[config.mk]
export PLATFORM = sky130hd
export DESIGN_NAME = rect_fill
export DESIGN_NICKNAME = d
export VERILOG_FILES = /design/src/verilog/mem_pkg.sv /design/src/verilog/cmd_pkg.sv /design/src/verilog/rect_fill.sv
export VERILOG_INCLUDE_DIRS = /design/src /design/src/include
export SDC_FILE = /design/constraint.sdc
export NUM_CORES = 1
export LEC_CHECK = 0
export ABC_CLOCK_PERIOD_IN_PS = 4910
export CAP_MARGIN = 15
export CORE_UTILIZATION = 35
export DETAILED_ROUTE_END_ITERATION = 16
export DONT_BUFFER_PORTS = 1
export MAX_ROUTING_LAYER = met4
export PLACE_DENSITY = 0.49
export SLEW_MARGIN = 20
export SYNTH_ARGS = -nofsm -noshare
export SYNTH_HDL_FRONTEND = slang
export SYNTH_SLANG_ARGS = --single-unit
[constraint.sdc]
create_clock -name clk -period 4.91 [get_ports clk]
set_clock_uncertainty 0.1 [all_clocks]
set_input_delay 0.491 -clock clk [delete_from_list [all_inputs] [get_ports clk]]
set_output_delay 0.491 -clock clk [all_outputs]
set_load 0.05 [all_outputs]
[src/include/gfx_consts.svh]
`ifndef GFX_CONSTS_SVH
`define GFX_CONSTS_SVH

// memory geometry
`define ADDR_W       17
`define DATA_W       32
`define WBEN_W       4
`define NUM_CLIENTS  3

// command field widths
`define COORD_W      8
`define OP_W         4

// command list start and frame base
// a pixel lives at FB_BASE + y*256 + x
`define CMD_BASE     17'h00000
`define FB_BASE      17'h10000

// opcodes
`define OP_END       4'd0
`define OP_FILL      4'd1
`define OP_COPY      4'd2

// other-client grants a waiting fetcher tolerates before it is forced in
`define FETCH_STARVE 1

`endif

[src/verilog/mem_pkg.sv]
`include "gfx_consts.svh"

package mem_pkg;

    // word address into the frame memory
    typedef logic [`ADDR_W-1:0] addr_t;

    // one memory word, also one pixel
    typedef logic [`DATA_W-1:0] data_t;

    // byte write enables, zero is a read
    typedef logic [`WBEN_W-1:0] wben_t;

    // one-hot client vector
    // bit 0 fetcher, bit 1 fill engine, bit 2 copy engine
    typedef logic [`NUM_CLIENTS-1:0] client_t;

    // what a client presents to the arbiter
    typedef struct packed {
        addr_t addr;
        data_t wdata;
        wben_t wben;
    } mem_req_t;

endpackage

[src/verilog/cmd_pkg.sv]
`include "gfx_consts.svh"

package cmd_pkg;

    // pixel coordinate or rectangle size
    typedef logic [`COORD_W-1:0] coord_t;

    typedef logic [`OP_W-1:0] opcode_t;

    // one decoded command
    // arg is the colour for a fill, {sy, sx} in the low half for a copy
    typedef struct packed {
        opcode_t                op;
        coord_t                 w;
        coord_t                 h;
        coord_t                 dx;
        coord_t                 dy;
        logic [`DATA_W-1:0]     arg;
    } rect_cmd_t;

endpackage

[src/verilog/rect_fill.sv]
`include "gfx_consts.svh"

module rect_fill
    import mem_pkg::*;
    import cmd_pkg::*;
(
    input  logic      clk,
    input  logic      rst_,
    input  logic      go,
    input  rect_cmd_t cmd,
    output mem_req_t  req,
    output logic      rts,
    input  logic      rtr,
    output logic      done
);

    typedef enum logic [1:0] {F_IDLE, F_RUN, F_DONE} state_t;

    state_t    state;
    rect_cmd_t cmd_q;
    coord_t    x;
    coord_t    y;
    coord_t    px;
    coord_t    py;

    // coordinates wrap inside the frame, no clipping
    assign px = cmd_q.dx + x;
    assign py = cmd_q.dy + y;

    // full word write of the colour
    always_comb begin
        req.addr  = `FB_BASE + addr_t'({py, px});
        req.wdata = cmd_q.arg;
        req.wben  = '1;
    end

    assign rts  = (state == F_RUN);
    assign done = (state == F_DONE);

    always_ff @(posedge clk or negedge rst_) begin
        if (!rst_) begin
            state <= F_IDLE;
            x     <= '0;
            y     <= '0;
        end else begin
            case (state)
                F_IDLE: begin
                    if (go) begin
                        x     <= '0;
                        y     <= '0;
                        // empty rectangle finishes right away
                        state <= (cmd.w == '0 || cmd.h == '0) ? F_DONE : F_RUN;
                    end
                end
                // row order, x fastest
                F_RUN: begin
                    if (rtr) begin
                        if (x == cmd_q.w - 1'b1) begin
                            x <= '0;
                            if (y == cmd_q.h - 1'b1) begin
                                state <= F_DONE;
                            end else begin
                                y <= y + 1'b1;
                            end
                        end else begin
                            x <= x + 1'b1;
                        end
                    end
                end
                default: state <= F_IDLE;
            endcase
        end
    end

    always_ff @(posedge clk) begin
        if (go) begin
            cmd_q <= cmd;
        end
    end

endmodule

==> out/qor.txt <==
Critical Path Source Type -> flip-flop
# fillers -> 1150
Clock Sinks -> 82
Slew margin rel. -> 0.2485
Port Buf Inserts -> 0
Ys Warns -> 0
Top cells by area, synth -> edfxtp_1, dfrtp_1, buf_4
Clock-pin slew on the worst setup and hold paths -> 0.07 ns
Tcrit/Tclk final -> 0.7190
Fin nets -> 429
Comb pwr share -> 0.278
Worst path most repeated cell -> a21oi_1
GRT overflow -> 0
CTS Buffer Depth -> 2
Antenna violations before repair -> 0
Net Sw Frac -> 0.3952
Largest family of logic cells by synthesized area -> simple AND/OR/NAND/NOR gates
Delay-heaviest family, CP -> compound AO/OA/AOI/OAI gates
Final WS setup -> 1.380 ns
DRC -> 0
Flops & latches, synth -> 82
Initial core utilization -> 0.3599
Post-CTS resize count -> 0
F_max -> 0.2833 GHz
Largest net degree at the start of global routing -> 67
Layout cells sized above 1 -> 0.05848
Endpoints failing hold -> 0
CTS tree -> done
Async set or reset register ratio after synthesis -> 0.2195
TritonRoute pass-1 iters -> 4
Dominant cell by count in the synthesized netlist -> edfxtp_1
First-pass GRT wire length -> 12910 um
Switching power -> 920.6 uW
DR vias/cell -> 5.247
Core area -> 12010 um2
Adder-cell share of the synthesized area -> 0.06136
Max_cap viols -> 0
Final Setup Violations -> 0
Synth Cell Area -> 4323 um2
Seq/Total Area, Yosys -> 0.5488
IO Pins -> 127
Netlist cell types -> 54
CTS buffer count -> 9
Htree depth -> 3
Areal power density over the cells -> 516.5 nW/um2
Arr. time, crit path -> 2.94 ns
Fraction of the mapped netlist area in simple logic gates -> 0.1219
Flop pwr share -> 0.429
Slowest stage delay, CP -> 0.89 ns
Post-CTS setup buffers -> 0
Top cells by count, synth -> edfxtp_1, buf_4, xnor2_1
Via count -> 2566
WS Path Type -> reg2out
Crit end category -> output port
Initial DRC count -> 158
Worst-skew pair later-pin latency -> 0.34 ns
Die ar. -> 12800 um2
Measured slew at the worst slew-check pin -> 1.119 ns
Post-place setup slack -> 1.713 ns
Slowest-stage cell, CP -> xnor2_1
Vias in the first global route -> 2557
Main synth FF type -> edfxtp_1
Wire per inst -> 16.38 um
Critical path, cell by cell -> ha_1 -> a21o_1 -> a21oi_1 -> o21bai_1 -> a21oi_1 -> o21ai_0 -> xnor2_1
Post-synth EDFFs -> 64
P&R area growth vs syn -> 4.312%
Reg area -> 2372 um2
Req. time, crit path -> 4.32 ns
Clock share of power -> 0.292
Multi-input gate area -> 1559 um2
Routability Congestion -> 0.8126
Synth Area in Compound Gates -> 0.1010
Critical path buffer and inverter count -> 0
ANT cells -> 0
Final Routed Wirelength -> 8010 um
Leak -> 0.001702 uW
Die X -> 113.1 um
Share of the synthesized area in the top cell type -> 0.4446
Root Buffer -> clkbuf_16
Final Max Tran Viols -> 0
Max FO, Critical Path -> 7
Final ANT Viol Nets -> 0
Post-DP HPWL -> 5735 um
Syn Inst Count -> 364
Chip height -> 113.1 um
Minimum clock period -> 3.530 ns
RSZ-0062 raised after global routing -> no
Worst Hold Class -> in2reg
Internal power -> 1409 uW
Xor and xnor area share after synthesis -> 0.06686
Multiplexer share of the synthesized area -> 0.005210
Avg Cell Area, Syn -> 11.88 um2
VDD IR-drop max -> 0.0001926 V
Synth area leader -> edfxtp_1
GR Util All Layers -> 0.1368
Core Rows -> 40
Status -> finished, final reports clean
Setup_tns -> 0 ns
==> power groups by stage <==
stage | clock network, uW | registers (uW) | logic [uW]
after floorplan | 0 | 899 | 709
after global placement | 0 | 1010 | 641
after detailed placement | 0 | 1010 | 648
after CTS | 705 | 1000 | 655
after global routing | 730 | 1010 | 707
final | 681 | 1000 | 648
==> logic make-up (layout without fill, tap and decap cells) <==
logic type,count (synthesis),after routing
xor+xnor,33,33
buf+inv,65,39
other cells,1,5
compound gates,67,67
simple gates,94,94
fa+ha+maj,20,20
flops,82,82
mux,2,2
==> path summary, 6_finish.rpt <==
check / startpoint / to / slack (ns) / cells past startpoint
worst max register to register: cmd_q[56]$_DFFE_PP_ / y[6]$_DFFE_PN0P_ / 2.00 / 8
worst min-delay path: cmd[31] / req[35]$_DFFE_PP_ / 0.14 / 0
worst max-delay path: y[1]$_DFFE_PN0P_ / req[51] / 1.38 / 7
worst min register to register: state[1]$_DFFE_PN0P_ / state[1]$_DFFE_PN0P_ / 0.47 / 1
max in group asynchronous: rst_ / y[1]$_DFFE_PN0P_ / 3.56 / 1
min in group asynchronous: rst_ / x[7]$_DFFE_PN0P_ / 0.61 / 1
==> sequential cells by signal, indices dropped and copies added (netlist names) <==
signal,cells
req,32
cmd_q,32
state,2
x,8
y,8
==> placed cells by master (no fill, tap or decap), drive strengths merged, types with 10 or more instances in the layout <==
master,count
ha,18
nand2,17
a21oi,19
edfxtp,64
nand3,12
nor2,13
xor2,10
inv,24
clkbuf,10
o21ai,15
dfrtp,18
xnor2,23
==> final cells by class <==
class	count	share of cell area
Clock buffer	10	0.05078
Clock inverter	6	0.01609
Inverter	22	0.01831
Multi-Input combinational cell	221	0.3457
Sequential cell	82	0.5261
Tap cell	147	0.04079
Timing Repair Buffer	1	0.002220
==> repair_timing <==
item	4_1_cts	5_1_grt
endpoints found under the setup margin	0	0
endpoints found under the hold margin	18	0
hold buffers	1	0
==> routing by layer <==
layer,vias up,part of all wire,GRT usage
li1,1227,-,-
met1,1219,0.47,0.1718
met2,107,0.44,0.2049
met3,13,0.075,0.04285
met4,0,0.015,0.05526
met5,-,0,-
==> worst register-to-register path, delay by kind of cell, from the launching register on <==
family,cells,cell delay [ns]
flops,1,0.45
simple gates,3,1.21
compound gates,3,0.71
buf+inv,1,0.07
fa+ha+maj,1,0.29
==> per-stage QoR <==
step | area (um2) | total power, uW | instances | hold WS (ns) | util
finish | 4509 | 2329 | 489 | 0.1427 | 0.3754
global route | 4509 | 2450 | 489 | 0.1238 | 0.3754
CTS | 4509 | 2362 | 489 | 0.1292 | 0.3754
detailed placement | 4198 | 1661 | 472 | 0.09621 | 0.3495
global placement | 4198 | 1656 | 472 | 0.09614 | 0.3495
floorplan | 4338 | 1609 | 368 | 0.09541 | -
Power figures use the tool's default switching activity.
