===== config.mk =====
export PLATFORM = sky130hd
export DESIGN_NAME = cmd_fetch
export DESIGN_NICKNAME = d
export VERILOG_FILES = /design/src/verilog/mem_pkg.sv /design/src/verilog/cmd_pkg.sv /design/src/verilog/cmd_fetch.sv
export VERILOG_INCLUDE_DIRS = /design/src /design/src/include
export SDC_FILE = /design/constraint.sdc
export NUM_CORES = 1
export LEC_CHECK = 0
export BUFFER_PORTS_ARGS = -buffer_cell sky130_fd_sc_hd__buf_2
export CORE_ASPECT_RATIO = 1.25
export CORE_MARGIN = 2
export CORE_UTILIZATION = 31
export CTS_CLUSTER_SIZE = 28
export DETAILED_ROUTE_END_ITERATION = 10
export PLACE_DENSITY = 0.57
export SYNTH_ARGS = -nofsm -noshare
export SYNTH_HDL_FRONTEND = slang
export SYNTH_SLANG_ARGS = --single-unit

===== constraint.sdc =====
create_clock -name clk -period 3.25 [get_ports clk]
set_input_delay 0.325 -clock clk [delete_from_list [all_inputs] [get_ports clk]]
set_output_delay 0.325 -clock clk [all_outputs]
set_load 0.01 [all_outputs]

===== src/include/gfx_consts.svh =====
`ifndef GFX_CONSTS_SVH
`define GFX_CONSTS_SVH

// memory geometry
`define ADDR_W       17
`define DATA_W       32
`define WBEN_W       4
`define NUM_CLIENTS  3

// command field widths
`define COORD_W      8
`define OP_W         4

// command list start and frame base
// a pixel lives at FB_BASE + y*256 + x
`define CMD_BASE     17'h00000
`define FB_BASE      17'h10000

// opcodes
`define OP_END       4'd0
`define OP_FILL      4'd1
`define OP_COPY      4'd2

// other-client grants a waiting fetcher tolerates before it is forced in
`define FETCH_STARVE 1

`endif


===== src/verilog/mem_pkg.sv =====
`include "gfx_consts.svh"

package mem_pkg;

    // word address into the frame memory
    typedef logic [`ADDR_W-1:0] addr_t;

    // one memory word, also one pixel
    typedef logic [`DATA_W-1:0] data_t;

    // byte write enables, zero is a read
    typedef logic [`WBEN_W-1:0] wben_t;

    // one-hot client vector
    // bit 0 fetcher, bit 1 fill engine, bit 2 copy engine
    typedef logic [`NUM_CLIENTS-1:0] client_t;

    // what a client presents to the arbiter
    typedef struct packed {
        addr_t addr;
        data_t wdata;
        wben_t wben;
    } mem_req_t;

endpackage


===== src/verilog/cmd_pkg.sv =====
`include "gfx_consts.svh"

package cmd_pkg;

    // pixel coordinate or rectangle size
    typedef logic [`COORD_W-1:0] coord_t;

    typedef logic [`OP_W-1:0] opcode_t;

    // one decoded command
    // arg is the colour for a fill, {sy, sx} in the low half for a copy
    typedef struct packed {
        opcode_t                op;
        coord_t                 w;
        coord_t                 h;
        coord_t                 dx;
        coord_t                 dy;
        logic [`DATA_W-1:0]     arg;
    } rect_cmd_t;

endpackage


===== src/verilog/cmd_fetch.sv =====
`include "gfx_consts.svh"

module cmd_fetch
    import mem_pkg::*;
    import cmd_pkg::*;
(
    input  logic      clk,
    input  logic      rst_,
    input  logic      start,
    output logic      busy,
    output logic      done,
    output mem_req_t  req,
    output logic      rts,
    input  logic      rtr,
    input  data_t     bcast_data,
    input  logic      bcast_xfc_own,
    output logic      fill_go,
    output logic      copy_go,
    output rect_cmd_t cmd,
    input  logic      fill_done,
    input  logic      copy_done
);

    typedef enum logic [2:0] {
        S_IDLE, S_READ, S_WAIT, S_DISPATCH, S_ENGINE, S_FINISH
    } state_t;

    state_t    state;
    addr_t     ptr;
    logic [1:0] word_idx;
    rect_cmd_t cmd_q;

    // reads only, so wdata and wben stay zero
    always_comb begin
        req      = '0;
        req.addr = ptr;
    end

    assign rts     = (state == S_READ);
    assign busy    = (state != S_IDLE);
    assign done    = (state == S_FINISH);
    assign fill_go = (state == S_DISPATCH) && (cmd_q.op == `OP_FILL);
    assign copy_go = (state == S_DISPATCH) && (cmd_q.op == `OP_COPY);
    assign cmd     = cmd_q;

    always_ff @(posedge clk or negedge rst_) begin
        if (!rst_) begin
            state    <= S_IDLE;
            ptr      <= `CMD_BASE;
            word_idx <= '0;
        end else begin
            case (state)
                S_IDLE: begin
                    if (start) begin
                        ptr      <= `CMD_BASE;
                        word_idx <= '0;
                        state    <= S_READ;
                    end
                end
                // rts is up here, so rtr alone means the read went out
                S_READ: begin
                    if (rtr) begin
                        ptr   <= ptr + 1'b1;
                        state <= S_WAIT;
                    end
                end
                S_WAIT: begin
                    if (bcast_xfc_own) begin
                        if (word_idx == 2'd2) begin
                            word_idx <= '0;
                            state    <= S_DISPATCH;
                        end else begin
                            word_idx <= word_idx + 1'b1;
                            state    <= S_READ;
                        end
                    end
                end
                S_DISPATCH: begin
                    case (cmd_q.op)
                        `OP_END:           state <= S_FINISH;
                        `OP_FILL, `OP_COPY: state <= S_ENGINE;
                        // unknown opcode, move on to the next command
                        default:           state <= S_READ;
                    endcase
                end
                S_ENGINE: begin
                    if (fill_done || copy_done) begin
                        state <= S_READ;
                    end
                end
                S_FINISH: state <= S_IDLE;
                default:  state <= S_IDLE;
            endcase
        end
    end

    // assemble the command as its words come back
    always_ff @(posedge clk) begin
        if (state == S_WAIT && bcast_xfc_own) begin
            case (word_idx)
                2'd0: begin
                    cmd_q.op <= bcast_data[31:28];
                    cmd_q.w  <= bcast_data[15:8];
                    cmd_q.h  <= bcast_data[7:0];
                end
                2'd1: begin
                    cmd_q.dy <= bcast_data[15:8];
                    cmd_q.dx <= bcast_data[7:0];
                end
                default: cmd_q.arg <= bcast_data;
            endcase
        end
    end

endmodule


==> implementation parameters <==
Parameter                              Value

STA
  Skew final ... between 6 and 7 ps
  Number of max-slew violations in the final report ... 0
  Setup Viol. Count Final ... 0
  Hold violation total from the final report ... 0
  Final critical-path required period ... roughly 2400 ps
  Slew @ Worst Pin ... roughly 800 ps
  Max transition margin ... between 40% and 50%
  RSZ-0062 raised after global routing ... false
  Setup TNS Final ... 0 ps
  Maximum operating frequency ... a little over 400 MHz
  Share of the clock period used by the worst path ... about three quarters

Global routing
  Via count of the first global-routing pass ... roughly 2300
  Initial antenna violation count ... 2
  Global-route usage over all layers ... about an eighth
  Maximum number of pins on one net before global-route repair ... 33
  First-pass GRT wire length ... roughly 12000 µm
  Remaining global-route overflow ... 0

Logic synthesis
  EDFF count, synth ... a little under 70
  Top cells by area, synth ... edfxtp_1, dfrtp_1, buf_4, xnor2_1, nor2_1
  Number of instances in the synthesized netlist ... between 200 and 300
  Flops & latches, synth ... 90
  Post-synth ARST share ... 24.4%
  Mean instance size in the synthesized netlist ... approximately 14 µm²
  Fraction of post-synthesis cell area in the top cell type by area ... a little under three fifths
  Most frequently used flop master after synthesis ... edfxtp_1
  Post-synthesis instance area ... between 0.003 and 0.004 mm²
  Yosys cell types ... 39
  Sequential area share after synthesis ... 71.3%
  Cell type with the largest total area after synthesis ... edfxtp_1
  Synth warnings ... 0

Die
  Total core area ... 0.0115 mm²
  Die span in x ... between 100 and 150 µm
  Die Y-Extent ... 125 µm
  Row count ... 44
  Number of placed I/O pins ... approximately 170
  Effective utilization at floorplan ... 31.6%
  Die outline area ... between 0.01 and 0.015 mm²

Clocking
  Register clock-pin slew on the reported worst setup and hold paths ... around 70 ps
  Clock tree from TritonCTS ... done
  Clock buffer depth ... 2
  Clock root buffer ... clkbuf_16
  Clock latency on the worst-skew pair ... between 300 and 400 ps
  Htree depth ... 3
  Number of buffers added for setup after CTS ... 0
  Clk sink count ... 90
  Number of CTS-inserted buffers ... 9

Status
  Outcome ... finished, final reports clean

Drt
  Total wire length after detailed routing ... approximately 7700 µm
  First-pass iteration count of the detailed router ... 4
  Wire per inst ... about 14 µm
  Number of remaining DRC errors ... 0
  Initial drt markers ... between 80 and 90
  Via count ... between 2000 and 2500
  Final ANT Viol Nets ... 0
  Average vias per placed instance ... 4.55

Critical path
  Crit Path Class ... reg -> out
  Critical path launch point type ... flop
  Source of the critical timing path ... state[2]$_DFFE_PN0P_
  CP Capture Point ... fill_go
  Worst setup EP type ... output pin
  Worst endpoint required time ... between 2000 and 3000 ps
  Reg2reg end ... ptr[10]$_DFFE_PN0P_
  Worst path arrival time ... 2120 ps
  Start of the worst register-to-register path ... state[0]$_DFFE_PN0P_
  Critical-path maximum fanout ... 13
  Reg2Reg Setup Slack ... 970 ps
  Cell depth of the worst flop-to-flop path ... 4

Layout
  Syn-to-layout area delta ... 26.9%
  Number of cells in the finished layout apart from fillers ... around 530
  Fillers ... around 1100
  Number of nets at the end of the flow ... roughly 430
  Final core utilization ... 40.1%
  Layout cells sized above 1 ... 38.8%

Power
  Reported leakage power ... roughly 1.9 nW
  Power Dens Cells ... ~640 mW/mm²
  PnR Total Power ... slightly below 3 mW
  Max rail drop VDD ... 0.000273 V

Placement
  Port buffer count ... around 130
  Cell Count Post-Placement ... around 500
  Total half-perimeter wirelength after legalization and detailed placement ... ~5600 µm
  Placer's final routability congestion estimate ... ~0.80

Hold path
  Cell depth of the worst min-delay path ... 1
  Type of the tightest min-delay check ... in -> reg

Flow run
  Max-capacitance violation count ... 0
placed cells by master (no fill, tap or decap), types with 3 or more instances in the layout:
cell and count:
nor2_1 16, mux2i_1 3, buf_4 3, nand2_1 13, inv_1 5, edfxtp_1 68, or3_1 6, or4_1 3
dfrtp_1 22, buf_2 128, nor4_1 4, nand3_1 5, nor3b_1 4, o21ai_0 10, a21oi_1 10, conb_1 36
xnor2_1 8, o31ai_1 4, nand4_1 3, clkbuf_16 9
routing by layer:
metal | track usage (%) | routed length [µm]
met5 | 0 | 11
met2 | 19.1 | 3640
met3 | 6.65 | 968
met4 | 4.19 | 113
met1 | 13.7 | 2940
kinds of logic after synthesis:
| group | Yosys count | synth area share, % |
|---|---|---|
| fa+ha+maj | 1 | 0.344 |
| compound gates | 32 | 5.37 |
| mux | 3 | 0.826 |
| flops | 90 | 71.3 |
| simple gates | 71 | 10.7 |
| buf+inv | 51 | 9.46 |
| xor+xnor | 8 | 1.93 |
| other cells | 1 | 0.103 |
report_power, final:
group	leakage, nW	total, mW	switching, mW	internal, mW
Sequential	0.912	1.43	0.106	1.32
Combinational	0.872	0.440	0.264	0.176
Clock	0.157	1.08	0.461	0.619
Total	1.94	2.95	0.831	2.11
cells in the mapped netlist, types with 4 or more instances:
| library cell | n |
|---|---|
| o21ai_0 | 10 |
| nand2_1 | 13 |
| buf_4 | 36 |
| edfxtp_1 | 68 |
| inv_1 | 5 |
| dfrtp_1 | 22 |
| clkbuf_1 | 5 |
| o31ai_1 | 4 |
| nor3b_1 | 4 |
| or3_1 | 6 |
| a21oi_1 | 10 |
| nor2_1 | 18 |
| nand3_1 | 5 |
| xnor2_1 | 8 |
| nor4_1 | 4 |
area by class of cell:
cell class | count | area [µm²] | area share, %
Sequential cell | 90 | 2590 | 56.2
Timing Repair Buffer | 132 | 673 | 14.6
Clock inverter | 7 | 95.1 | 2.06
Clock buffer | 9 | 225 | 4.88
Inverter | 5 | 18.8 | 0.407
Multi-Input combinational cell | 151 | 837 | 18.1
Antenna cell | 1 | 2.50 | 0.0542
Tap cell | 138 | 173 | 3.74
worst min-delay path by stage:
stage / from / endpoint
after floorplan: rst_ / ptr[0]$_DFFE_PN0P_
after global placement: rst_ / ptr[16]$_DFFE_PN0P_
after detailed placement: rst_ / ptr[14]$_DFFE_PN0P_
after CTS: bcast_data[23] / cmd[23]$_DFFE_PP_
after global routing: bcast_data[21] / cmd[21]$_DFFE_PP_
final: bcast_data[23] / cmd[23]$_DFFE_PP_
per-stage QoR:
step	cell area (µm²)	hold slack (ps)	setup WS [ps]
floorplan	3770	29.4	845
global placement	4280	324	1150
detailed placement	4280	330	1030
CTS	4610	147	803
global route	4610	140	678
finish	4620	164	804
critical path, cell delays in order, from the launching register on:
cell	delay, ps
dfrtp_1	500
nand2b_1	240
or4b_2	680
nor3b_1	210
buf_2	160
state kept, by name, summed over array words and instances (netlist names):
signal / cells
ptr: 17
cmd: 68
state: 3
word_idx: 2
repair_timing:
action	CTS	global route
hold buffers	1	0
hold endpoints to repair	22	0
gates resized for setup	0	0
endpoints found under the setup margin	0	0
Power figures use the tool's default switching activity.
