--- config.mk ---
export PLATFORM = sky130hd
export DESIGN_NAME = rect_copy
export DESIGN_NICKNAME = d
export VERILOG_FILES = /design/src/verilog/mem_pkg.sv /design/src/verilog/cmd_pkg.sv /design/src/verilog/rect_copy.sv
export VERILOG_INCLUDE_DIRS = /design/src /design/src/include
export SDC_FILE = /design/constraint.sdc
export NUM_CORES = 1
export LEC_CHECK = 0
export BUFFER_PORTS_ARGS = -buffer_cell sky130_fd_sc_hd__buf_2
export CORE_MARGIN = 3
export CORE_UTILIZATION = 46
export CTS_CLUSTER_SIZE = 20
export DETAILED_ROUTE_END_ITERATION = 6
export PLACE_DENSITY = 0.77
export SYNTH_ARGS = -nofsm -noshare
export SYNTH_HDL_FRONTEND = slang
export SYNTH_SLANG_ARGS = --single-unit
--- constraint.sdc ---
create_clock -name clk -period 3.85 [get_ports clk]
set_input_delay 0.77 -clock clk [delete_from_list [all_inputs] [get_ports clk]]
set_output_delay 0.77 -clock clk [all_outputs]
set_load 0.1 [all_outputs]
--- src/include/gfx_consts.svh ---
`ifndef GFX_CONSTS_SVH
`define GFX_CONSTS_SVH

// memory geometry
`define ADDR_W       17
`define DATA_W       32
`define WBEN_W       4
`define NUM_CLIENTS  3

// command field widths
`define COORD_W      8
`define OP_W         4

// command list start and frame base
// a pixel lives at FB_BASE + y*256 + x
`define CMD_BASE     17'h00000
`define FB_BASE      17'h10000

// opcodes
`define OP_END       4'd0
`define OP_FILL      4'd1
`define OP_COPY      4'd2

// other-client grants a waiting fetcher tolerates before it is forced in
`define FETCH_STARVE 1

`endif

--- src/verilog/mem_pkg.sv ---
`include "gfx_consts.svh"

package mem_pkg;

    // word address into the frame memory
    typedef logic [`ADDR_W-1:0] addr_t;

    // one memory word, also one pixel
    typedef logic [`DATA_W-1:0] data_t;

    // byte write enables, zero is a read
    typedef logic [`WBEN_W-1:0] wben_t;

    // one-hot client vector
    // bit 0 fetcher, bit 1 fill engine, bit 2 copy engine
    typedef logic [`NUM_CLIENTS-1:0] client_t;

    // what a client presents to the arbiter
    typedef struct packed {
        addr_t addr;
        data_t wdata;
        wben_t wben;
    } mem_req_t;

endpackage

--- src/verilog/cmd_pkg.sv ---
`include "gfx_consts.svh"

package cmd_pkg;

    // pixel coordinate or rectangle size
    typedef logic [`COORD_W-1:0] coord_t;

    typedef logic [`OP_W-1:0] opcode_t;

    // one decoded command
    // arg is the colour for a fill, {sy, sx} in the low half for a copy
    typedef struct packed {
        opcode_t                op;
        coord_t                 w;
        coord_t                 h;
        coord_t                 dx;
        coord_t                 dy;
        logic [`DATA_W-1:0]     arg;
    } rect_cmd_t;

endpackage

--- src/verilog/rect_copy.sv ---
`include "gfx_consts.svh"

module rect_copy
    import mem_pkg::*;
    import cmd_pkg::*;
(
    input  logic      clk,
    input  logic      rst_,
    input  logic      go,
    input  rect_cmd_t cmd,
    output mem_req_t  req,
    output logic      rts,
    input  logic      rtr,
    output logic      done,
    input  data_t     bcast_data,
    input  logic      bcast_xfc_own
);

    typedef enum logic [2:0] {C_IDLE, C_RD, C_RD_WAIT, C_WR, C_DONE} state_t;

    state_t    state;
    rect_cmd_t cmd_q;
    coord_t    x;
    coord_t    y;
    data_t     pix;
    addr_t     src_addr;
    addr_t     dst_addr;

    // source y and x sit in the low half of arg
    assign src_addr = `FB_BASE + addr_t'({coord_t'(cmd_q.arg[15:8] + y),
                                          coord_t'(cmd_q.arg[7:0] + x)});
    assign dst_addr = `FB_BASE + addr_t'({coord_t'(cmd_q.dy + y),
                                          coord_t'(cmd_q.dx + x)});

    // read the source, then write the captured pixel to the destination
    always_comb begin
        req.addr  = (state == C_WR) ? dst_addr : src_addr;
        req.wdata = pix;
        req.wben  = (state == C_WR) ? '1 : '0;
    end

    assign rts  = (state == C_RD) || (state == C_WR);
    assign done = (state == C_DONE);

    always_ff @(posedge clk or negedge rst_) begin
        if (!rst_) begin
            state <= C_IDLE;
            x     <= '0;
            y     <= '0;
        end else begin
            case (state)
                C_IDLE: begin
                    if (go) begin
                        x     <= '0;
                        y     <= '0;
                        state <= (cmd.w == '0 || cmd.h == '0) ? C_DONE : C_RD;
                    end
                end
                C_RD: begin
                    if (rtr) begin
                        state <= C_RD_WAIT;
                    end
                end
                C_RD_WAIT: begin
                    if (bcast_xfc_own) begin
                        state <= C_WR;
                    end
                end
                // write accepted, step to the next pixel in row order
                C_WR: begin
                    if (rtr) begin
                        state <= C_RD;
                        if (x == cmd_q.w - 1'b1) begin
                            x <= '0;
                            if (y == cmd_q.h - 1'b1) begin
                                state <= C_DONE;
                            end else begin
                                y <= y + 1'b1;
                            end
                        end else begin
                            x <= x + 1'b1;
                        end
                    end
                end
                default: state <= C_IDLE;
            endcase
        end
    end

    always_ff @(posedge clk) begin
        if (go) begin
            cmd_q <= cmd;
        end
        if (state == C_RD_WAIT && bcast_xfc_own) begin
            pix <= bcast_data;
        end
    end

endmodule

==> results.md <==
Status:
- The run finished with clean final reports.

Global route:
- The number of antenna violations at the first check in global routing was 0.
- The wire length of the first global-routing pass is 16.6 mm.
- The via count of the first global-routing pass was 3574.
- In the global route stage, overall resource usage came out at 18.8%.
- The maximum number of pins on one net before global-route repair is 50.
- The total congestion overflow is 0.

Final layout:
- The final cell area excluding filler cells is 6230 um^2.
- The number of antenna diodes in the final layout is 0.
- The library cells used most frequently in the layout, excluding fill and tap cells, are buf_2 (130), edfxtp_1 (80), nand2_1 (62).
- The area growth from synthesis to layout is 32.4%.
- The final cell count without fillers is 679.
- Counting the fill cells in the layout gives 779.
- The layout cell share with drive strength beyond 1 is 38.5%.
- The most common cell after layout, fill and taps aside is buf_2.
- The final layout contains 666 nets.

Placement:
- The wire-length estimate of the detail-placed layout is 7.88 mm.
- The number of placed instances, taps included, is 653.
- At the placement stage, the worst setup path has a slack of 0.197 ns.
- Summing all placed instances gives a cell area of 5940 um^2.
- At the end of routability-driven placement, the weighted congestion stood at 0.821.
- In this run the tool buffered the top-level ports with 138 buffer cells.

Synth:
- Sequential cells were found to cover 61.1% of the synthesized design area.
- The fraction of synthesis flops using an asynchronous set or reset pin is 19.2%.
- In this run, synthesis inferred 80 flip-flops with an integrated enable.
- A synthesized cell averages 12.1 um^2.
- The most instantiated flip-flop cell in the synthesis netlist is edfxtp_1.
- In the synthesized netlist, the number of instances is 389.
- The synthesized net count is 514.
- edfxtp_1 takes more of the synthesized area than any other cell.
- The top cell type's share of synthesized area is 51.0%.
- Synthesis instantiated 52 different standard cells from the library.
- Yosys printed 0 warnings.
- Ranked by total cell area, the synthesized netlist is headed by edfxtp_1 (51%), dfrtp_1 (10%), nand2_1 (5.3%), ha_1 (4.8%), xnor2_1 (4.6%).
- The synthesized design contains 99 register bits.
- The cell area after technology mapping is 4710 um^2.

Detailed routing:
- The first detailed-routing pass ran for 5 iterations.
- For this block, the initial DRC count from the detailed router was 201.
- The routed wire length is 10.5 mm.
- After detailed routing, the number of remaining DRC violations is 0.
- The mean number of vias per cell is 5.22.
- The count of antenna-violating nets left after detailed routing is 0.
- The overall via count from detail_route is 3547.
- Dividing the detail-routed wire length by the instance count gives 15.4 um.

Power:
- The design draws 4.85 mW.
- The share of total power in the clock network is 13.4%.
- Summed over all cells, the static leakage comes to 2.69 nW.
- The part of the power in combinational logic is 57.9%.
- In this run switching power makes up 52.8% of total power.
- The internal power of the cells totals 2.29 mW.
- The analysis attributes to net switching a power of 2.56 mW.
- IR analysis of the VDD net gives a maximum drop of 0.000738 V.
- Sequential cells burn 28.8% of the power.
- The power density over cell area is 778 nW/um^2.

Worst setup path:
- STA classifies the critical path startpoint as a flip-flop.
- The depth of the worst register-to-register path is 9.
- For this run, the slowest stage of the critical path takes 0.44 ns.
- Walking the worst path, the cells encountered are nor2b_4 -> nand2_8 -> buf_8 -> nand2_1 -> nand2_1 -> ha_2 -> fa_2 -> a21o_1 -> a21oi_2 -> o21bai_1 -> a21oi_2 -> xnor2_4 -> buf_12.
- On the critical path, the stage with the largest delay is an instance of dfrtp_2.
- The critical path in this run is classified as reg -> out.
- For the worst setup path, the data required time is 3.08 ns.
- The capturing element type of the critical path is a primary output.
- The maximum fanout along the worst path is 13.
- For the worst setup path, the data arrival time is 2.96 ns.

Floorplan:
- Once the floorplan was initialized, standard cells occupied 47.8% of the core.
- The count of boundary I/O pins is 160.
- The die boundary width is 107 um.
- After floorplanning, the core was divided into 36 placement rows.
- The height of the die is 107 um.
- The floorplan die area is 11500 um^2.
- The floorplan step defined a core boundary enclosing 9860 um^2.

Worst hold path:
- The worst min-delay path category is in -> async.

Clocking:
- The number of buffers created by CTS is 9.
- At the later pin of the worst-skew pair, clock insertion delay measures 0.38 ns.
- After clock tree synthesis, the clock-pin slew on the worst setup and hold paths is 0.11 ns.
- The tree built by TritonCTS fans out to 99 sinks.
- In this run the clock root is driven by a clkbuf_8.
- The H-tree depth reported by CTS is 3.
- TritonCTS built the clock tree.
- In this run the deepest clock path goes through 2 buffers.

Timing:
- The count of final max-slew check failures is 0.
- Setup violations remaining at the end of the flow were counted as 0.
- After layout, the worst setup slack is 0.123 ns.
- The transition at the pin with the smallest max-transition slack is 0.627 ns.
- The worst path in the final design needs a cycle of 3.73 ns, including I/O delays and setup.
- The highest clock rate is 268 MHz.
- The final setup skew is 0.0108 ns.
- The count of endpoints failing hold in the final timing report is 0.
- The worst slew slack as a fraction of its limit is 58.2%.
- The final period utilization is 96.8%.

Flow run:
- Max-cap violations in this run came to 0.
-- power by group through the flow --
stage / clock network (mW) / logic (mW) / registers (mW)
3_3_place_gp: 0 / 2.68 / 1.41
5_1_grt: 0.717 / 2.94 / 1.41
4_1_cts: 0.674 / 2.77 / 1.39
3_5_place_dp: 0 / 2.73 / 1.42
2_1_floorplan: 0 / 1.95 / 1.76
6_report: 0.650 / 2.81 / 1.40
-- cells by family after synthesis --
group           count (synthesis)  synth area share, %
simple gates                  131                 13.4
flops                          99                 61.1
compound gates                 71                 9.62
xor+xnor                       37                 6.88
buf+inv                        26                 2.42
fa+ha+maj                      20                 5.63
mux                             4                0.850
other cells                     1               0.0796
-- path summary, 6_finish.rpt --
check                                          start                    to  slack [ns]
worst max-delay path            state[2]$_DFFE_PN0P_               req[42]        0.12
worst min-delay path                            rst_      x[3]$_DFFE_PN0P_        0.32
worst max register to register   cmd_q[56]$_DFFE_PP_      y[7]$_DFFE_PN0P_        0.97
worst min register to register      y[7]$_DFFE_PN0P_      y[7]$_DFFE_PN0P_        0.64
max in group asynchronous                       rst_  state[2]$_DFFE_PN0P_        3.19
min in group clk                             cmd[45]   cmd_q[45]$_DFFE_PP_        0.55
-- through the flow --
stage / TNS, ns / hold WS (ns) / util [%]
6_report: 0 / 0.319 / 63.2
2_1_floorplan: -0.851 / 0.474 / -
4_1_cts: 0 / 0.309 / 62.7
3_3_place_gp: 0 / 0.608 / 60.2
5_1_grt: -0.0113 / 0.333 / 63.2
3_5_place_dp: 0 / 0.614 / 60.2
-- cell type report --
cell class | instances | area, um^2 | area share (%)
Sequential cell | 99 | 2880 | 46.2
Clock buffer | 9 | 124 | 1.99
Multi-Input combinational cell | 264 | 2000 | 32.1
Tap cell | 133 | 166 | 2.67
Inverter | 13 | 56.3 | 0.903
Timing Repair Buffer | 154 | 938 | 15.1
Clock inverter | 7 | 70.1 | 1.12
-- layer usage --
metal / global-route usage [%] / vias to the layer above / wire (um)
li1: - / 1715 / -
met1: 20.1 / 1696 / 3790
met2: 34.7 / 117 / 5720
met3: 6.14 / 19 / 722
met4: 6.30 / 0 / 215
met5: 0 / - / 0
-- registers in the layout (all words and copies together), names as in the netlist --
name,count
y,8
cmd_q,48
pix,32
x,8
state,3
-- repair_timing --
action                     4_1_cts  5_1_grt
cloned                           0        0
hold buffers                     0        0
setup endpoints to repair        4        3
pin swaps                        3        5
gates resized for setup          4        3
setup buffers                    4        6
-- cell usage after synthesis, drive strengths merged (2+ instances only) --
| cell type | instances |
|---|---|
| clkbuf | 6 |
| buf | 7 |
| or2 | 2 |
| nor4 | 7 |
| nand2 | 66 |
| and4 | 2 |
| nand4 | 7 |
| nor2 | 12 |
| inv | 12 |
| nand3 | 7 |
| o21bai | 6 |
| dfrtp | 19 |
| o41ai | 4 |
| nand2b | 3 |
| a21oi | 19 |
| fa | 2 |
| o21ai | 23 |
| nor2b | 3 |
| nor3b | 2 |
| and2 | 2 |
| mux2i | 4 |
| nor3 | 9 |
| edfxtp | 80 |
| xor2 | 12 |
| ha | 18 |
| nand3b | 2 |
| nor4bb | 2 |
| xnor2 | 25 |
| a21o | 8 |
-- worst max-delay path, delay by kind of cell (launching register included) --
kind,cells,cell delay [ns]
buffers and inverters,2,0.36
xor gates and xnor gates,1,0.16
adders and majority gates,2,0.53
DFF,1,0.44
AOI/OAI and AO/OA,4,0.66
and+or+nand+nor,4,0.41
Power figures use the tool's default switching activity.
