===== src/include/gfx_consts.svh =====
`ifndef GFX_CONSTS_SVH
`define GFX_CONSTS_SVH

// memory geometry
`define ADDR_W       17
`define DATA_W       32
`define WBEN_W       4
`define NUM_CLIENTS  3

// command field widths
`define COORD_W      8
`define OP_W         4

// command list start and frame base
// a pixel lives at FB_BASE + y*256 + x
`define CMD_BASE     17'h00000
`define FB_BASE      17'h10000

// opcodes
`define OP_END       4'd0
`define OP_FILL      4'd1
`define OP_COPY      4'd2

// other-client grants a waiting fetcher tolerates before it is forced in
`define FETCH_STARVE 1

`endif


===== src/verilog/mem_pkg.sv =====
`include "gfx_consts.svh"

package mem_pkg;

    // word address into the frame memory
    typedef logic [`ADDR_W-1:0] addr_t;

    // one memory word, also one pixel
    typedef logic [`DATA_W-1:0] data_t;

    // byte write enables, zero is a read
    typedef logic [`WBEN_W-1:0] wben_t;

    // one-hot client vector
    // bit 0 fetcher, bit 1 fill engine, bit 2 copy engine
    typedef logic [`NUM_CLIENTS-1:0] client_t;

    // what a client presents to the arbiter
    typedef struct packed {
        addr_t addr;
        data_t wdata;
        wben_t wben;
    } mem_req_t;

endpackage


===== src/verilog/mem_arbiter.sv =====
`include "gfx_consts.svh"

module mem_arbiter
    import mem_pkg::*;
(
    input  logic     clk,
    input  logic     rst_,
    input  mem_req_t fetch_req,
    input  logic     fetch_rts,
    output logic     fetch_rtr,
    input  mem_req_t fill_req,
    input  logic     fill_rts,
    output logic     fill_rtr,
    input  mem_req_t copy_req,
    input  logic     copy_rts,
    output logic     copy_rtr,
    output addr_t    mem_addr,
    output data_t    mem_wdata,
    output wben_t    mem_wben,
    input  data_t    mem_rdata,
    output data_t    bcast_data,
    output client_t  bcast_xfc
);

    client_t    rts_vec;
    client_t    sel;
    client_t    sel_nxt;
    client_t    xfc;
    client_t    rr;
    client_t    next_rr;
    client_t    prio;
    client_t    rd_tag;
    logic [1:0] starve_cnt;
    mem_req_t   sel_req;

    assign rts_vec = {copy_rts, fill_rts, fetch_rts};

    // each client is ready when its bit of the registered selection is set
    assign fetch_rtr = sel[0];
    assign fill_rtr  = sel[1];
    assign copy_rtr  = sel[2];
    assign xfc       = sel & rts_vec;

    // turn pointer rotates one client per cycle
    assign next_rr = {rr[1:0], rr[2]};

    // fixed priority, fetcher first
    always_comb begin
        casez (rts_vec)
            3'b??1:  prio = 3'b001;
            3'b?10:  prio = 3'b010;
            3'b100:  prio = 3'b100;
            default: prio = '0;
        endcase
    end

    // starving fetcher wins, else the turn if it has a request, else priority
    always_comb begin
        if (fetch_rts && starve_cnt >= `FETCH_STARVE) begin
            sel_nxt = 3'b001;
        end else if (|(rts_vec & rr)) begin
            sel_nxt = rr;
        end else begin
            sel_nxt = prio;
        end
    end

    // request of the selected client
    always_comb begin
        case (sel)
            3'b010:  sel_req = fill_req;
            3'b100:  sel_req = copy_req;
            default: sel_req = fetch_req;
        endcase
    end

    always_ff @(posedge clk or negedge rst_) begin
        if (!rst_) begin
            sel        <= '0;
            rr         <= 3'b001;
            starve_cnt <= '0;
            mem_wben   <= '0;
            rd_tag     <= '0;
            bcast_xfc  <= '0;
        end else begin
            sel <= sel_nxt;
            rr  <= next_rr;
            // count turns the waiting fetcher was passed over
            if (!fetch_rts || sel_nxt[0]) begin
                starve_cnt <= '0;
            end else begin
                starve_cnt <= starve_cnt + 1'b1;
            end
            // selected but idle client gives a no-op cycle
            mem_wben <= (|xfc) ? sel_req.wben : '0;
            // tag reads so the data goes back to the right client
            rd_tag    <= (|xfc && sel_req.wben == '0) ? xfc : '0;
            // memory data arrives one cycle after the registered address
            bcast_xfc <= rd_tag;
        end
    end

    always_ff @(posedge clk) begin
        if (|xfc) begin
            mem_addr  <= sel_req.addr;
            mem_wdata <= sel_req.wdata;
        end
    end

    assign bcast_data = mem_rdata;

endmodule


===== config.mk =====
export PLATFORM = sky130hd
export DESIGN_NAME = mem_arbiter
export DESIGN_NICKNAME = d
export VERILOG_FILES = /design/src/verilog/mem_pkg.sv /design/src/verilog/mem_arbiter.sv
export VERILOG_INCLUDE_DIRS = /design/src /design/src/include
export SDC_FILE = /design/constraint.sdc
export NUM_CORES = 1
export LEC_CHECK = 0
export BUFFER_PORTS_ARGS = -buffer_cell sky130_fd_sc_hd__buf_2
export CAP_MARGIN = 20
export CORE_AREA = 4 4 110 112
export DETAILED_ROUTE_END_ITERATION = 6
export DIE_AREA = 0 0 114 116
export PLACE_DENSITY = 0.67
export SETUP_SLACK_MARGIN = 0.15
export SLEW_MARGIN = 15
export SYNTH_ARGS = -nofsm -noshare
export SYNTH_HDL_FRONTEND = slang
export SYNTH_SLANG_ARGS = --single-unit

===== constraint.sdc =====
create_clock -name clk -period 2.9 [get_ports clk]
set_input_delay 0.58 -clock clk [delete_from_list [all_inputs] [get_ports clk]]
set_output_delay 0.58 -clock clk [all_outputs]
set_load 0.05 [all_outputs]

==> results of run 1 <==
==> cell families after synthesis <==
group / count (synthesis) / synth area share
simple gates: 133 / 0.173
fa+ha+maj: 1 / 0.00372
flops: 67 / 0.572
buf+inv: 54 / 0.101
compound gates: 67 / 0.150
==> worst max path at each step <==
stage / startpoint / endpoint / slack (ns) / cells past startpoint
global placement: sel[0] / mem_addr[9] / 1.05 / 4
floorplan: sel[1] / mem_addr[0] / 0.30 / 4
finish: sel[0] / fetch_rtr / 0.94 / 1
global route: sel[2] / mem_wdata[25] / 0.82 / 4
CTS: sel[0] / fetch_rtr / 0.93 / 1
detailed placement: sel[2] / mem_wdata[27] / 0.97 / 4
==> synth_stat cells, drive strengths merged <==
cell type  count
nand3          1
buf           41
nor4b          2
nor4bb         2
a22oi         50
edfxtp        49
dfrtp         17
a21oi          1
o311a          2
nand2b         2
o311ai         1
nor3           4
or3            1
nor2b          3
clkbuf         9
ha             1
a22o           2
nor3b          2
and2           3
dfstp          1
o21bai         2
a31oi          1
nand2        104
nor4           3
o21ai          3
o211ai         1
o21a           1
a21o           1
nor2           5
and3           1
inv            4
a211oi         2
==> area by class of cell <==
cell class	count	area [um2]	share of cell area
tap	143	179	0.0380
inverter	4	15.0	0.00318
sequential	67	1920	0.408
timing repair buffer	227	1160	0.246
clock inverter	7	92.6	0.0196
clock buffer	9	225	0.0478
multi-input combinational	201	1120	0.237
==> power breakdown <==
group / switching, mW / internal [mW] / total (mW) / leakage [nW]
logic: 0.400 / 0.175 / 0.575 / 1.46
clock network: 0.396 / 0.748 / 1.14 / 0.149
registers: 0.0276 / 1.12 / 1.15 / 0.713
total: 0.824 / 2.04 / 2.87 / 2.33
==> metrics by stage <==
stage | hold slack, ns | utilization
finish | 0.173 | 0.420
global route | 0.201 | 0.420
detailed placement | 0.338 | 0.392
floorplan | 0.284 | -
global placement | 0.335 | 0.392
CTS | 0.175 | 0.420
==> per-layer routing <==
layer,up-vias,share of wire,track usage,wire (um)
met2,176,0.49,0.264,5590
met4,0,0.041,0.0982,470
met3,41,0.099,0.0501,1120
li1,1502,-,-,-
met1,1390,0.37,0.177,4170
met5,-,0,0,0
==> sequential cells by signal, summed over array words and instances, names as in the netlist <==
register	cells
bcast_xfc	3
starve_cnt	2
mem_wdata	32
sel	3
mem_addr	17
rr	3
rd_tag	3
mem_wben	4
==> qor.txt, run 1 <==
Height of the die = 116 um
Row cnt = 39
PortBufs = 222
Worst Path Arrival = 1.38 ns
Gp weighted congestion = 0.921
Sum of negative setup slack = 0 ns
Most common cell after layout, fill and taps aside = buf_2
Largest net degree at the start of global routing = 50
Clock-pin transition on the worst setup and hold timing paths = 0.06 ns
Clk sinks = 67
Yosys warns = 0
Die area = 13,200 um2
Count of mapped cells out of synthesis = 322
Residual DRC = 0
Startpoint Class = flop
Syn Nets = 519
Seq/Total Area, Yosys = 0.572
Clock buffer depth = 2
Hold Buf Count CTS = 0
Final antenna-violating net count = 0
Lkg Pwr = 2.33 nW
R2r startpoint = sel[2]
Worst endpoint required time = 2.32 ns
Fillcell total = 1,107
Synth Cell Area = 3360 um2
Critical path buffer and inverter count = 1
Achievable Freq = 511 MHz
Setup Skew = 0.0102 ns
Starting Density = 0.299
Via/cell ratio = 4.72
Crit path capture type = output pin
WL final = 11,400 um
Syn-to-layout area delta = 40.3%
Peak VDD IR = 0.218 mV
Worst-path maximum fanout = 14
Max_slew headroom = 0.622
Crit-path cells = buf_2
Final Hold Vio Count = 0
Most frequent cells in the layout = 222 x buf_2, 104 x nand2_1, 50 x a22oi_1, 49 x edfxtp_1, 17 x dfrtp_1
Slowest stage cell, crit path = dfrtp_1
Ant diodes = 0
Pre-antenna DRT Iters = 6
Setup-failing EPs final = 0
Status = finished clean
Power per cell area = 608 nW/um2
Placed cell area = 4400 um2
Synth top area cells = edfxtp_1 44%, dfrtp_1 13%, nand2_1 12%
Non-Filler Instances = 658
CTS Root Cell = clkbuf_16
Vias in the first global route = 2,923
Critical path class = flop to output pin
Gates resized, CTS repair = 0
CP delay by family, top = flip-flops
CTS tree = built
GRT Overall Usage = 0.158
Share of layout cells above drive strength 1 = 0.483
Syn Area/Cell = 10.4 um2
# H-tree levels = 3
Worst R2R Setup Slack = 0.94 ns
Worst min path class = primary input to async pin
DRT iter0 DRCs = 218
Routed len/inst = 17.3 um
PnR worst setup slack = 0.942 ns
Final slew viol count = 0
Vias = 3,109
Final min period = 1.96 ns
Largest stage delay, worst path = 0.68 ns
Chip width = 114 um
I/O pin total = 287
Detail Placement HPWL = 8760 um
Final #Nets = 707
Synth Register Bits = 67
Postcts setup bufs = 0
Pre-CTS WS = 0.973 ns
Final Power = 2.87 mW
Unrepaired setup endpoints after global routing = no
Post-synth cell types = 36
Num CTS Buffers = 9
Final Instance Area = 4710 um2
Final period util = 0.675
Reg2reg path depth = 4
Placed cells = 642
Synth area leader = edfxtp_1
Clock Latency Late Sink = 0.33 ns
Area of the core = 11,200 um2
Initial antenna violation count = 0
Reg2reg end = mem_wdata[27]
First-pass GRT wire length = 15,600 um
Worst-margin pin slew = 0.567 ns
Max-cap violation count = 0
Top-area cell type share of the netlist area = 0.438
Overflow after GRT = 0
Note: power is estimated with default switching activity, not from simulation.
==> run 2: changes to the inputs <==
Settings changed: CORE_AREA 4 4 110 112 to not set, CORE_ASPECT_RATIO set to 0.7, CORE_MARGIN set to 4, CORE_UTILIZATION set to 35, DIE_AREA 0 0 114 116 to not set, PLACE_DENSITY 0.67 to 0.78.
Clock period 2.9 ns to 1.7 ns, I/O delays scaled along.
==> run 2 against run 1 <==
First-iteration DRC count down 22%. Routed wire length down 2.9%. Worst hold slack better by 0.12 ns. Critical path depth up 5. Sequential power up 69%. Combinational power up 76%. Via count up 0.58%. Clock power up 53%. Total power up 64%. Non-clock buffer count up 8. Utilization up 9.8 points. Critical endpoint is now mem_wben[0]. Largest power group unchanged.
==> qor.txt, run 2 (synthesis gave the netlist of run 1 again) <==
Clock Power Share = 0.370 (-0.029)
Height of the die = 90.0 um (-22%)
Achievable Freq = 657 MHz
Unrepaired setup endpoints after global routing = yes
Startpoint Class = flop
Vias = 3,127 (+0.58%)
Fillcell total = 861 (-22%)
Worst R2R Setup Slack = 0.18 ns (-0.76 ns)
R2r startpoint = sel[1]
Area of the multi-input gates = 1140 um2 (+1.8%)
Vias in the first global route = 3,180 (+8.8%)
Area of the core = 9220 um2 (-18%)
Setup-failing EPs final = 0 (unchanged)
PnR worst setup slack = 0.178 ns (-0.764 ns)
Final antenna-violating net count = 0 (unchanged)
Critical path buffer and inverter count = 3 (+2)
Worst-margin pin slew = 0.429 ns (-0.138 ns)
Slowest stage cell, crit path = dfrtp_2
Worst min path class = primary input to flop
Worst Setup SP = sel[1]
Pre-CTS WS = 0.182 ns (-0.791 ns)
Die area = 11,300 um2 (-15%)
Final period util = 0.895
Power per cell area = 983 nW/um2 (+62%)
Ant diodes = 0 (unchanged)
Crit. path cell count = 6 (+5)
Initial antenna violation count = 0 (unchanged)
Internal power = 3.35 mW (+64%)
Largest net degree at the start of global routing = 34 (-32%)
Max-cap violation count = 0 (unchanged)
Reg2reg path depth = 6 (+2)
CTS tree = built
Status = finished clean
Final slew viol count = 0 (unchanged)
Share of layout cells above drive strength 1 = 0.501 (+0.0175)
Most frequent cells in the layout = 222 x buf_2, 101 x nand2_1, 50 x a22oi_1, 49 x edfxtp_1, 14 x dfrtp_1
Max_slew headroom = 0.710 (+0.0878)
Clock-pin transition on the worst setup and hold timing paths = 0.05 ns (about the same)
WL final = 11,000 um (-2.9%)
Syn-to-layout area delta = 42.0%
CP delay by family, top = buffers and inverters
Detail Placement HPWL = 8990 um (+2.6%)
Critical path's most frequent cell = buf_4
Combinational power share = 0.216 (+0.015)
Pre-antenna DRT Iters = 5 (-1)
Final Hold Vio Count = 0 (unchanged)
Final Power = 4.69 mW (+64%)
Critical path class = flop to flop
Worst endpoint required time = 1.90 ns (-0.42 ns)
Worst-path maximum fanout = 17 (+3)
Residual DRC = 0 (unchanged)
Clk sinks = 67 (unchanged)
Num CTS Buffers = 9 (unchanged)
Register area = 1930 um2 (+0.20%)
First-pass GRT wire length = 16,800 um (+7.6%)
Via/cell ratio = 4.83 (+2.3%)
Most common cell after layout, fill and taps aside = buf_2
DRT iter0 DRCs = 170 (-22%)
Overflow after GRT = 0 (unchanged)
Setup crit end = mem_wben[0]
Largest stage delay, worst path = 0.46 ns (-0.22 ns)
CTS Root Cell = clkbuf_16
Net load switching power = 1.34 mW (+63%)
Clock Latency Late Sink = 0.32 ns (about the same)
Reg2reg end = mem_wben[0]
Max FFs per register = 32 (unchanged)
Switching share of power = 0.286 (-0.00183)
Gp weighted congestion = 0.904 (-1.8%)
Setup Skew = 0.00449 ns (-0.00573 ns)
I/O pin total = 287 (unchanged)
Clock buffer depth = 2 (unchanged)
Lkg Pwr = 2.35 nW (+1.1%)
Final min period = 1.52 ns
Row cnt = 29 (-26%)
Biggest regs = mem_wdata: 32 flops, mem_addr: 17 flops, mem_wben: 4 flops
Reg with most FFs = mem_wdata
Chip width = 125 um (+9.8%)
GRT Overall Usage = 0.190 (+0.0312)
Postcts setup bufs = 0 (unchanged)
Starting Density = 0.365 (+0.0652)
Routed len/inst = 17.0 um (-1.3%)
# H-tree levels = 3 (unchanged)
Crit path capture type = flop
Crit-path cells = buf_4 > nand2_2 > and3_4 > clkinvlp_4 > buf_4 > and2_1
PortBufs = 222 (unchanged)
Peak VDD IR = 0.482 mV (+120%)
Final #Nets = 715 (+1.1%)
Worst Path Arrival = 1.72 ns (+0.34 ns)
Reg power frac = 0.414 (+0.014)
run 2: changes by cell type in the layout (fill, tap and decap cells not counted), moves of 2 or more:
cell / previous run / this run
buf_4: 4 / 7
nand2_1: 104 / 101
dfrtp_2: 0 / 3
clkbuf_1: 0 / 2
dfrtp_1: 17 / 14
nand2_2: 0 / 3
buf_6: 0 / 3
run 2: cell type report:
class / instances / area share
timing repair buffer: 235 / 0.261
clock inverter: 5 / 0.0113
sequential: 67 / 0.404
clock buffer: 11 / 0.0488
multi-input combinational: 201 / 0.239
inverter: 4 / 0.00393
tap: 124 / 0.0325
run 2: layer usage:
metal | track usage | part of all wire
met4 | 0.0596 | 0.017
met3 | 0.0687 | 0.10
met5 | 0 | 0
met2 | 0.347 | 0.53
met1 | 0.204 | 0.35
run 2: timing repair:
item / CTS / global route
gates resized for setup: 0 / 4
setup endpoints to repair: 0 / 65
hold buffers: 1 / 0
endpoints found under the hold margin: 17 / 0
run 2: worst min-delay path by stage:
| stage | start | endpoint | depth (start not counted) | slack, ns |
|---|---|---|---|---|
| 5_1_grt | fetch_req[37] | mem_addr[1] | 3 | 0.29 |
| 4_1_cts | fetch_req[29] | mem_wdata[25] | 3 | 0.28 |
| 3_3_place_gp | rst_ | rr[1] | 1 | 0.28 |
| 3_5_place_dp | rst_ | rr[1] | 1 | 0.29 |
| 6_report | fetch_req[29] | mem_wdata[25] | 3 | 0.29 |
| 2_1_floorplan | rst_ | bcast_xfc[0] | 0 | 0.04 |
run 2: power groups by stage:
stage / clock [mW] / combinational [mW] / sequential [mW]
finish: 1.74 / 1.01 / 1.94
global route: 1.88 / 1.08 / 1.95
CTS: 1.80 / 1.02 / 1.94
detailed placement: 0 / 1.01 / 1.98
global placement: 0 / 0.997 / 1.97
floorplan: 0 / 0.423 / 2.37
run 2: worst register-to-register path: stages (launching register included):
cell	delay, ns
dfrtp_2	0.46
buf_4	0.19
nand2_2	0.06
and3_4	0.20
clkinvlp_4	0.11
buf_4	0.21
and2_1	0.18
run 2: stage by stage:
| stage | setup TNS [ns] | util | instance area (um2) | hold WS (ns) | cells |
|---|---|---|---|---|---|
| 3_3_place_gp | 0 | 0.484 | 4460 | 0.285 | 630 |
| 3_5_place_dp | 0 | 0.484 | 4460 | 0.293 | 630 |
| 2_1_floorplan | -17.89 | - | 3400 | 0.0444 | 322 |
| 4_1_cts | 0 | 0.516 | 4750 | 0.275 | 647 |
| 5_1_grt | 0 | 0.518 | 4770 | 0.287 | 647 |
| 6_report | 0 | 0.518 | 4770 | 0.293 | 647 |
